===== src/hw/neuro_pkg.sv =====
package neuro_pkg;

    //////////////////////////////
    // vector types
    //////////////////////////////

    // one host parameter value, {data_hi, data_lo}
    typedef logic [31:0] param_word_t;

    // spike total of one window, unsigned
    typedef logic [15:0] spike_cnt_t;

    // window length in ep50trig cycles
    typedef logic [17:0] window_t;

    // emg estimate, two's complement
    typedef logic signed [17:0] emg_t;

    //////////////////////////////
    // host parameter select
    //////////////////////////////

    // trigger select codes, anything else is dropped
    typedef enum logic [3:0] {
        SEL_WINDOW     = 4'd0,
        SEL_DRIVE      = 4'd1,
        SEL_THRESHOLD  = 4'd2,
        SEL_LEAK_SHIFT = 4'd3
    } param_sel_t;

    // full model parameter set, fans out from the bank
    typedef struct packed {
        window_t     window_len;
        param_word_t drive;
        param_word_t threshold;
        logic [3:0]  leak_shift;
    } neuro_params_t;

    // power-up values of the bank
    localparam window_t     DEF_WINDOW_LEN = 18'd100;
    localparam param_word_t DEF_DRIVE      = 32'd0;
    localparam param_word_t DEF_THRESHOLD  = 32'd1000;
    localparam logic [3:0]  DEF_LEAK_SHIFT = 4'd3;

endpackage


===== src/hw/emg_combiner.sv =====
`timescale 1ns/1ps

module emg_combiner #(
    parameter neuro_pkg::spike_cnt_t CNT_SAT = 16'hFFFF
) (
    input  logic                     ep50trig,
    input  logic                     reset_global,
    input  logic                     i_done,
    input  neuro_pkg::spike_cnt_t    i_local_cnt,
    input  neuro_pkg::spike_cnt_t    i_remote_cnt,
    input  neuro_pkg::neuro_params_t i_params,
    output neuro_pkg::spike_cnt_t    o_combined,
    output neuro_pkg::emg_t          o_emg,
    output logic                     o_emg_valid
);

    // emg_t range, widened to the working width
    localparam logic signed [19:0] EMG_MAX = 20'sd131071;
    localparam logic signed [19:0] EMG_MIN = -20'sd131072;

    logic [16:0]           cnt_sum;
    neuro_pkg::spike_cnt_t combined_next;
    logic signed [19:0]    emg_ext;
    logic signed [19:0]    leak_term;
    logic signed [19:0]    cnt_ext;
    logic signed [19:0]    emg_sum;
    neuro_pkg::emg_t       emg_next;
    neuro_pkg::spike_cnt_t combined_q;
    neuro_pkg::emg_t       emg_q;
    logic                  valid_q;

    //////////////////////////////
    // short plus long latency
    //////////////////////////////

    assign cnt_sum       = {1'b0, i_local_cnt} + {1'b0, i_remote_cnt};
    assign combined_next = (cnt_sum > {1'b0, CNT_SAT}) ? CNT_SAT : cnt_sum[15:0];

    //////////////////////////////
    // leaky integrator
    //////////////////////////////

    // emg - (emg >>> leak) + combined, two guard bits
    assign emg_ext   = {{2{emg_q[17]}}, emg_q};
    assign leak_term = emg_ext >>> i_params.leak_shift;
    assign cnt_ext   = {4'b0000, combined_next};
    assign emg_sum   = emg_ext - leak_term + cnt_ext;

    // clamp at both ends of emg_t
    always_comb
    begin
        if (emg_sum > EMG_MAX)
            emg_next = EMG_MAX[17:0];
        else if (emg_sum < EMG_MIN)
            emg_next = EMG_MIN[17:0];
        else
            emg_next = emg_sum[17:0];
    end

    always_ff @(posedge ep50trig)
    begin
        if (reset_global)
        begin
            combined_q <= '0;
            emg_q      <= '0;
            valid_q    <= 1'b0;
        end
        else
        begin
            // one update per finished window
            valid_q <= i_done;
            if (i_done)
            begin
                combined_q <= combined_next;
                emg_q      <= emg_next;
            end
        end
    end

    assign o_combined  = combined_q;
    assign o_emg       = emg_q;
    assign o_emg_valid = valid_q;

endmodule


===== src/hw/mn_neuron.sv =====
`timescale 1ns/1ps

module mn_neuron (
    input  logic                     ep50trig,
    input  logic                     reset_global,
    input  logic                     i_run,
    input  neuro_pkg::neuro_params_t i_params,
    output logic                     o_spike
);

    // membrane accumulator, one bit above the parameter word
    logic [32:0] acc_q;
    // accumulator plus drive, with carry room
    logic [33:0] acc_sum;
    // what is left after a firing
    logic [32:0] acc_rem;
    logic        fire;
    logic        spike_q;

    //////////////////////////////
    // integrate and compare
    //////////////////////////////

    assign acc_sum = {1'b0, acc_q} + {2'b00, i_params.drive};

    // threshold 0 means never fire
    assign fire = (i_params.threshold != '0) &&
                  (acc_sum >= {2'b00, i_params.threshold});

    // modulo 2^33, same as the full difference in the low bits
    assign acc_rem = acc_sum[32:0] - {1'b0, i_params.threshold};

    //////////////////////////////
    // state update
    //////////////////////////////

    always_ff @(posedge ep50trig)
    begin
        if (reset_global)
        begin
            acc_q   <= '0;
            spike_q <= 1'b0;
        end
        else if (i_run)
        begin
            // pulse lands one cycle after the crossing
            spike_q <= fire;
            if (fire)
            begin
                acc_q <= acc_rem;
            end
            else
            begin
                acc_q <= acc_sum[32:0];
            end
        end
        else
        begin
            // stopped, accumulator frozen
            spike_q <= 1'b0;
        end
    end

    assign o_spike = spike_q;

endmodule


===== src/hw/neuro_board_core.sv =====
`timescale 1ns/1ps

module neuro_board_core #(
    parameter neuro_pkg::spike_cnt_t CNT_SAT = 16'hFFFF
) (
    input  logic                  ep50trig,
    input  logic                  reset_global,
    input  logic                  i_run,
    input  logic                  i_load,
    input  neuro_pkg::param_sel_t i_sel,
    input  logic [15:0]           i_data_hi,
    input  logic [15:0]           i_data_lo,
    // cross-board spikes, already on ep50trig
    input  logic                  i_spike_in,
    output logic                  o_mn_spike,
    output neuro_pkg::spike_cnt_t o_local_cnt,
    output neuro_pkg::spike_cnt_t o_remote_cnt,
    output logic                  o_cnt_done,
    output neuro_pkg::spike_cnt_t o_combined,
    output neuro_pkg::emg_t       o_emg,
    output logic                  o_emg_valid
);

    neuro_pkg::neuro_params_t params;
    logic                     mn_spike;
    logic                     local_done;
    // lines up with local_done, both timers share params and reset
    logic                     remote_done;

    //////////////////////////////
    // host parameters
    //////////////////////////////

    param_bank bank (
        .ep50trig     (ep50trig),
        .reset_global (reset_global),
        .i_load       (i_load),
        .i_sel        (i_sel),
        .i_data_hi    (i_data_hi),
        .i_data_lo    (i_data_lo),
        .o_params     (params)
    );

    // local motor neuron
    mn_neuron motor_neuron (
        .ep50trig     (ep50trig),
        .reset_global (reset_global),
        .i_run        (i_run),
        .i_params     (params),
        .o_spike      (mn_spike)
    );

    //////////////////////////////
    // window counters
    //////////////////////////////

    // short latency loop
    spike_window_counter #(.CNT_SAT(CNT_SAT)) local_counter (
        .ep50trig     (ep50trig),
        .reset_global (reset_global),
        .i_spike      (mn_spike),
        .i_params     (params),
        .o_count      (o_local_cnt),
        .o_done       (local_done)
    );

    // long latency loop from the second board
    spike_window_counter #(.CNT_SAT(CNT_SAT)) remote_counter (
        .ep50trig     (ep50trig),
        .reset_global (reset_global),
        .i_spike      (i_spike_in),
        .i_params     (params),
        .o_count      (o_remote_cnt),
        .o_done       (remote_done)
    );

    // sum and emg, paced by the local window
    emg_combiner #(.CNT_SAT(CNT_SAT)) combiner (
        .ep50trig     (ep50trig),
        .reset_global (reset_global),
        .i_done       (local_done),
        .i_local_cnt  (o_local_cnt),
        .i_remote_cnt (o_remote_cnt),
        .i_params     (params),
        .o_combined   (o_combined),
        .o_emg        (o_emg),
        .o_emg_valid  (o_emg_valid)
    );

    assign o_mn_spike = mn_spike;
    assign o_cnt_done = local_done;

endmodule


===== src/hw/param_bank.sv =====
`timescale 1ns/1ps

module param_bank (
    input  logic                     ep50trig,
    input  logic                     reset_global,
    input  logic                     i_load,
    input  neuro_pkg::param_sel_t    i_sel,
    input  logic [15:0]              i_data_hi,
    input  logic [15:0]              i_data_lo,
    output neuro_pkg::neuro_params_t o_params
);

    // host word as the two endpoint halves
    neuro_pkg::param_word_t   load_word;
    neuro_pkg::neuro_params_t params_q;

    assign load_word = {i_data_hi, i_data_lo};

    //////////////////////////////
    // trigger-loaded registers
    //////////////////////////////

    // one field per strobe, selected by the enum
    // narrower fields keep the low bits of the word
    always_ff @(posedge ep50trig)
    begin
        if (reset_global)
        begin
            params_q.window_len <= neuro_pkg::DEF_WINDOW_LEN;
            params_q.drive      <= neuro_pkg::DEF_DRIVE;
            params_q.threshold  <= neuro_pkg::DEF_THRESHOLD;
            params_q.leak_shift <= neuro_pkg::DEF_LEAK_SHIFT;
        end
        else if (i_load)
        begin
            case (i_sel)
                neuro_pkg::SEL_WINDOW:
                begin
                    params_q.window_len <= load_word[$bits(neuro_pkg::window_t)-1:0];
                end
                neuro_pkg::SEL_DRIVE:
                begin
                    params_q.drive <= load_word;
                end
                neuro_pkg::SEL_THRESHOLD:
                begin
                    params_q.threshold <= load_word;
                end
                neuro_pkg::SEL_LEAK_SHIFT:
                begin
                    params_q.leak_shift <= load_word[3:0];
                end
                default:
                begin
                    // unknown code, bank unchanged
                    params_q <= params_q;
                end
            endcase
        end
    end

    // registered, new value seen one cycle after the load edge
    assign o_params = params_q;

endmodule


===== src/hw/spike_window_counter.sv =====
`timescale 1ns/1ps

module spike_window_counter #(
    parameter neuro_pkg::spike_cnt_t CNT_SAT = 16'hFFFF
) (
    input  logic                     ep50trig,
    input  logic                     reset_global,
    input  logic                     i_spike,
    input  neuro_pkg::neuro_params_t i_params,
    output neuro_pkg::spike_cnt_t    o_count,
    output logic                     o_done
);

    // window length with the floor of 2 applied
    neuro_pkg::window_t    eff_len;
    // cycle index inside the running window
    neuro_pkg::window_t    tmr_q;
    // last index, latched at each window start
    neuro_pkg::window_t    last_q;
    logic                  win_end;
    neuro_pkg::spike_cnt_t acc_q;
    neuro_pkg::spike_cnt_t acc_inc;
    neuro_pkg::spike_cnt_t count_q;
    logic                  done_q;

    assign eff_len = (i_params.window_len < 18'd2) ? 18'd2 : i_params.window_len;
    assign win_end = (tmr_q == last_q);

    // saturating increment
    assign acc_inc = (i_spike && (acc_q < CNT_SAT)) ? acc_q + 16'd1 : acc_q;

    //////////////////////////////
    // window timer and counter
    //////////////////////////////

    always_ff @(posedge ep50trig)
    begin
        if (reset_global)
        begin
            tmr_q   <= '0;
            last_q  <= neuro_pkg::DEF_WINDOW_LEN - 18'd1;
            acc_q   <= '0;
            count_q <= '0;
            done_q  <= 1'b0;
        end
        else if (win_end)
        begin
            // publish the total, restart with the current length
            tmr_q   <= '0;
            last_q  <= eff_len - 18'd1;
            acc_q   <= '0;
            count_q <= acc_inc;
            done_q  <= 1'b1;
        end
        else
        begin
            tmr_q  <= tmr_q + 18'd1;
            acc_q  <= acc_inc;
            done_q <= 1'b0;
        end
    end

    // count held until the next done
    assign o_count = count_q;
    assign o_done  = done_q;

endmodule


===== config.mk =====
export PLATFORM = sky130hd
export DESIGN_NAME = neuro_board_core
export DESIGN_NICKNAME = d
export VERILOG_FILES = /design/src/hw/neuro_pkg.sv /design/src/hw/emg_combiner.sv /design/src/hw/mn_neuron.sv /design/src/hw/neuro_board_core.sv /design/src/hw/param_bank.sv /design/src/hw/spike_window_counter.sv
export SDC_FILE = /design/constraint.sdc
export NUM_CORES = 1
export LEC_CHECK = 0
export BUFFER_PORTS_ARGS = -buffer_cell sky130_fd_sc_hd__buf_2
export CAP_MARGIN = 25
export CORE_ASPECT_RATIO = 1.1
export CORE_MARGIN = 2
export CORE_UTILIZATION = 30
export DETAILED_ROUTE_END_ITERATION = 10
export GPL_TIMING_DRIVEN = 0
export HOLD_SLACK_MARGIN = 0.15
export SYNTH_ARGS = -nofsm -noshare
export SYNTH_HDL_FRONTEND = slang
export SYNTH_SLANG_ARGS = --single-unit

===== constraint.sdc =====
create_clock -name ep50trig -period 7.45 [get_ports ep50trig]
set_input_delay 1.49 -clock ep50trig [delete_from_list [all_inputs] [get_ports ep50trig]]
set_output_delay 1.49 -clock ep50trig [all_outputs]
set_load 0.01 [all_outputs]

---- Word-level counts from Yosys, hierarchy flattened ----
Cells that the tools add are included.
cells by class
  order comparisons ....................... 7
  shift operators ......................... 1
  reductions and logical operators ........ 12
  $add $sub $neg .......................... 10
  eq/ne operators ......................... 5
  bitwise logic cells ..................... 1
  mux-type cells .......................... 8
operators with widths
  operator               count
  $mux 18                3
  $mux 16                3
  $add 18x1->18 const B  2
  $eq 18x18->1           2
  $add 33x32->34         1
  $ge 34x32->1           1
  $mux 33                1
  $sub 33x32->33         1
  $add 16x1->16 const B  2
  $lt 16x16->1 const B   2
  $reduce_bool 32->1     1
  $add 20x17->20         1
  $gt 20x18->1 const B   1
  $lt 20x18->1 const B   1
  $sshr 18x4->20         1
  $sub 18x20->20         1
  $lt 18x2->1 const B    1
  $sub 18x1->18 const B  1
  $add 16x16->17         1
  $gt 17x16->1 const B   1
  $eq 4x2->1 const B     2
  $reduce_and 2->1       4
  $reduce_or 2->1        3
  $eq 4x1->1 const B     1
  other kinds (4)        6
word-level totals
  output and inout port bits .............. 69
  register bits ........................... 292

---- Depth between registers and ports, before layout ----
  depth in word-level cells ............... 7
  mapped depth ............................ 28

---- Modules after synthesis ----
A second synthesis with hierarchy kept.
second synthesis, totals
  cell total of the unflattened synthesis .. 2,189
  area total of the unflattened synthesis .. 19,183.4 um^2
modules (own cells, without submodules)
  module                times used  area each (um^2)  cells an instance
  spike_window_counter  2           3,148.0           324
  mn_neuron             1           5,078.6           677
  emg_combiner          1           4,299.1           539
  param_bank            1           3,509.6           325

---- Worst setup path after synthesis ----
Ideal clock, no wire load.
  path kind ............................... register -> register
  start point ............................. register local_counter.count_q[0] (netlist: local_counter.o_count[0])
  end point ............................... register combiner.emg_q[5] (netlist: combiner.o_emg[5])
  path buffers ............................ 3
  data required time ...................... 7.324 ns
  stages on the path, launching flop included .. 29
  arrival time ............................ 5.719 ns
  clock period less this slack ............ 5.845 ns
  slack ................................... 1.605 ns
  setup time .............................. 0.126 ns
  cell sequence ........................... dfxtp_1 > ha_1 > inv_1 > fa_1 > nor2b_1 > o21ai_0 > a21boi_1 > o41ai_1 > nand2b_1 > nand4_1 > a31oi_1 > o21bai_1 > clkbuf_1 > inv_1 > nand2_1 > fa_1 > ha_1 > a21o_1 > a21oi_1 > a21oi_1 > or4_1 > a31oi_1 > o31ai_1 > or4_1 > buf_6 > and2_4 > buf_6 > a32oi_1 > nand2_1
on the way
  cells in the longest elaborated chain, start to end .. 7
  elaborated cells on any way between the ends .. 8
  classes of those cells .................. add/sub (2); order compare (3); mux (3)
ends and longest elaborated chain
  item                           RTL line                    text
  start: declaration             spike_window_counter.sv:23  neuro_pkg::spike_cnt_t count_q;
  start signal: assignment       spike_window_counter.sv:52  count_q <= acc_inc;
  $add 16x16->17 (*)             emg_combiner.sv:36          assign cnt_sum = {1'b0, i_local_cnt} + {1'b0, i_remote_cnt};
  $gt 17x16->1                   emg_combiner.sv:37          assign combined_next = (cnt_sum > {1'b0, CNT_SAT}) ? CNT_SAT : cnt_sum[15:0];
  $mux 16 (*)                    emg_combiner.sv:37
  net combiner.combined_next[1]  emg_combiner.sv:22          neuro_pkg::spike_cnt_t combined_next;
  $add 20x17->20 (*)             emg_combiner.sv:47          assign emg_sum = emg_ext - leak_term + cnt_ext;
  $lt 20x18->1                   emg_combiner.sv:54          else if (emg_sum < EMG_MIN)
  $mux 18                        emg_combiner.sv:54
  $mux 18 (*)                    emg_combiner.sv:52          if (emg_sum > EMG_MAX)
  end signal: assignment         emg_combiner.sv:75          emg_q <= emg_next;
  end: declaration               emg_combiner.sv:29          neuro_pkg::emg_t emg_q;
Mark *: on every way through the listed nets, which the timed path passes. The rest lies on a longest branch.
A chain may end at the register's enable or synchronous reset.

---- Worst setup path after layout ----
  start point ............................. register local_counter.count_q[0] (netlist: local_counter.o_count[0])
  end point ............................... register combiner.emg_q[0] (netlist: combiner.o_emg[0])
Same word-level chain as after synthesis.

==> out/summary.txt <==
Seq cells post-synth: 292
Avg Cell Area, Syn: 8.10 µm²
Synth Flop Type: dfxtp_1
Die X: 236 µm
Unique masters post-synth: 80
Area of the multi-input gates: 11100 µm²
Clk sink count: 292
Wl on met1: 24500 µm
WL/cell: 17.3 µm
Finished Core Util: 0.349
Setup_tns: 0 ns
Worst path buffer plus inverter count: 5
DP HPWL: 43100 µm
Global-route wire length before repair: 85900 µm
R2R depth: 28
ANT cells: 0
Synthesized instance count: 2194
CTS tree: yes
Crit start category: flop
Flop pwr share: 0.320
Worst-case hold slack: 0.460 ns
Clock period minus final worst setup slack: 6.82 ns
Clock root buffer: clkbuf_16
Routed met2 length: 25200 µm
Routed Antenna Nets: 0
Largest cells by area after synthesis: dfxtp_1 (33%), ha_1 (7.3%), nor2_1 (6.2%)
Synth top area share: 0.329
Pre-CTS setup slack: 0.769 ns
Slew @ Worst Pin: 0.931 ns
RD Place Congestion: 0.919
CTS buffer count: 35
Post-CTS setup buffers: 0
Switching part of the total: 0.347
Met3 WL post-DR: 3110 µm
Share of cells above drive strength 1: 0.0883
First DRT Iteration DRCs: 976
Reg-to-reg endpoint: combiner.o_emg[0]
Fillers: 6047
Peak supply drop: 0.161 mV
Unrepaired setup endpoints after global routing: no
Slowest cell delay on critical path: 0.54 ns
Tightest Hold Check Type: reg -> reg
Crit. Startpoint: local_counter.o_count[0]
Vias in the first global route: 15625
Setup violators final: 0
Gr usage total: 0.175
Max H-tree Level: 2
Slew headroom: 0.374
R2R Setup Slk: 0.63 ns
Mapped Nets: 2359
Worst clock skew: 0.0239 ns
# DRC: 0
Row cnt: 93
Peak Freq: 147 MHz
DR vias/cell: 5.16
Synth async-reset ratio: 0
Crit-path max FO: 10
WL final: 54200 µm
Crit path kind: reg -> reg
Int Pwr: 3.45 mW
Most frequent cell after synthesis: nor2_1
Max-Cap Viols: 0
Pwr/cell area: 259 nW/µm²
Number of nets in the layout: 2506
Pin count of the biggest net entering global routing: 14
Final max-slew violation count: 0
Final period util: 0.915
Worst-Skew Late Latency: 0.56 ns
PortBufs: 108
CP arrival: 7.24 ns
Pre-antenna DRT Iters: 7
Hold Vio Cnt, Final: 0
Clk buf depth: 3
Comb pwr share: 0.355
Post-CTS resize count: 0
Hold-fix buffers at CTS: 0
Initial Util: 0.304
Post-synth top area cell: dfxtp_1
Routed via count: 16131
Initial antenna violation count: 0
Setup crit end kind: flop
Number of synthesized flops with an enable pin: 0
Highest metal used: met4
CP max stage cell: or4_1
Setup ws final: 0.631 ns
Critical R2R Launch: local_counter.o_count[0]
Remaining global-route overflow: 0
Leakage: 8.43 nW
Switching power: 1.83 mW
Status: complete, no violations
Core Box Area: 58500 µm²
Number of synthesis warnings: 0
Die Height: 259 µm
Register area share after synthesis: 0.329
Syn Std Cell Area: 17800 µm²
Area delta synth->final: 14.8%
Commonest cells in the synthesized netlist: nor2_1 (293), dfxtp_1 (292), nand2_1 (278)
Register Area: 5850 µm²
Clock power frac: 0.325
Top Ports: 110
Die area: 61200 µm²
CP required: 7.87 ns
Worst path depth: 28
CP Capture Point: combiner.o_emg[0]
Reg clk slew, reported paths: 0.06 ns
Delay-heaviest family, CP: compound AO/OA/AOI/OAI gates
worst reg2reg max path, delay by kind of cell (launching register included):
family	cells	cell delay [ns]
AND/OR/NAND/NOR	8	1.80
adder cells (fa/ha/maj)	4	1.39
AO/OA/AOI/OAI	11	2.25
buffers and inverters	5	0.85
flip-flops	1	0.41
logic make-up (layout without fill, tap and decap cells):
kind of cell / Yosys count / count (layout) / synth area share
AND/OR/NAND/NOR: 799 / 799 / 0.199
AO/OA/AOI/OAI: 490 / 490 / 0.182
XOR/XNOR: 192 / 192 / 0.0946
buffers and inverters: 220 / 392 / 0.0486
flip-flops: 292 / 292 / 0.329
adder cells (fa/ha/maj): 124 / 124 / 0.0957
multiplexers: 77 / 77 / 0.0508
worst min-delay path by stage:
| stage | from | to | slack, ns | cells after the start |
|---|---|---|---|---|
| 2_1_floorplan | bank.o_params[36] | bank.o_params[36] | 0.44 | 2 |
| 3_3_place_gp | bank.o_params[38] | bank.o_params[38] | 0.45 | 2 |
| 3_5_place_dp | bank.o_params[49] | bank.o_params[49] | 0.45 | 2 |
| 4_1_cts | bank.o_params[49] | bank.o_params[49] | 0.47 | 2 |
| 5_1_grt | bank.o_params[52] | bank.o_params[52] | 0.48 | 2 |
| 6_report | bank.o_params[49] | bank.o_params[49] | 0.46 | 2 |
layout make-up:
cell class / count / share of cell area
Clock inverter: 16 / 0.00895
Clock buffer: 46 / 0.0465
Sequential cell: 292 / 0.286
Buffer: 94 / 0.0191
Inverter: 126 / 0.0232
Multi-Input combinational cell: 1682 / 0.542
Tap cell: 760 / 0.0466
Timing Repair Buffer: 110 / 0.0271
flip-flops by register name, indices dropped and copies added, names as in the netlist:
signal                  cells
combiner.o_combined        16
combiner.o_emg_valid        1
local_counter.last_q       18
bank.o_params              86
local_counter.o_done        1
local_counter.tmr_q        18
remote_counter.acc_q       16
local_counter.o_count      16
combiner.o_emg             18
motor_neuron.o_spike        1
remote_counter.o_count     16
remote_counter.last_q      18
motor_neuron.acc_q         33
local_counter.acc_q        16
remote_counter.tmr_q       18
power by group through the flow:
stage	clock (mW)	sequential, mW	combinational [mW]
floorplan	0	1.71	1.46
global placement	0	1.72	1.82
detailed placement	0	1.73	1.83
CTS	1.75	1.69	1.85
global route	1.81	1.70	2.06
finish	1.72	1.69	1.87
layout by cell type (no fill, tap or decap), types with 17 or more instances in the layout:
master,count
a211o_1,20
a211oi_1,111
a21o_1,25
a21oi_1,168
and3_1,25
buf_2,109
clkbuf_1,92
clkbuf_16,36
dfxtp_1,292
fa_1,20
ha_1,104
inv_1,125
mux2i_1,64
nand2_1,278
nand2b_1,18
nand3_1,40
nand4_1,24
nor2_1,293
nor2b_1,17
nor3_1,25
nor4_1,25
o21ai_0,51
xnor2_1,88
xor2_1,104
metal layers:
layer  vias up  GRT usage
met4         0     0.0534
met1      7611      0.228
met3        81     0.0218
met2       488      0.302
li1       7951          -
met5         -          0
metrics by stage:
step / total power [mW] / instances / area, µm²
global placement: 3.55 / 3062 / 19300
floorplan: 3.17 / 2194 / 17800
CTS: 5.30 / 3126 / 20400
finish: 5.28 / 3126 / 20400
global route: 5.58 / 3126 / 20400
detailed placement: 3.56 / 3064 / 19300
No activity file was read; power rests on OpenSTA's default activity.
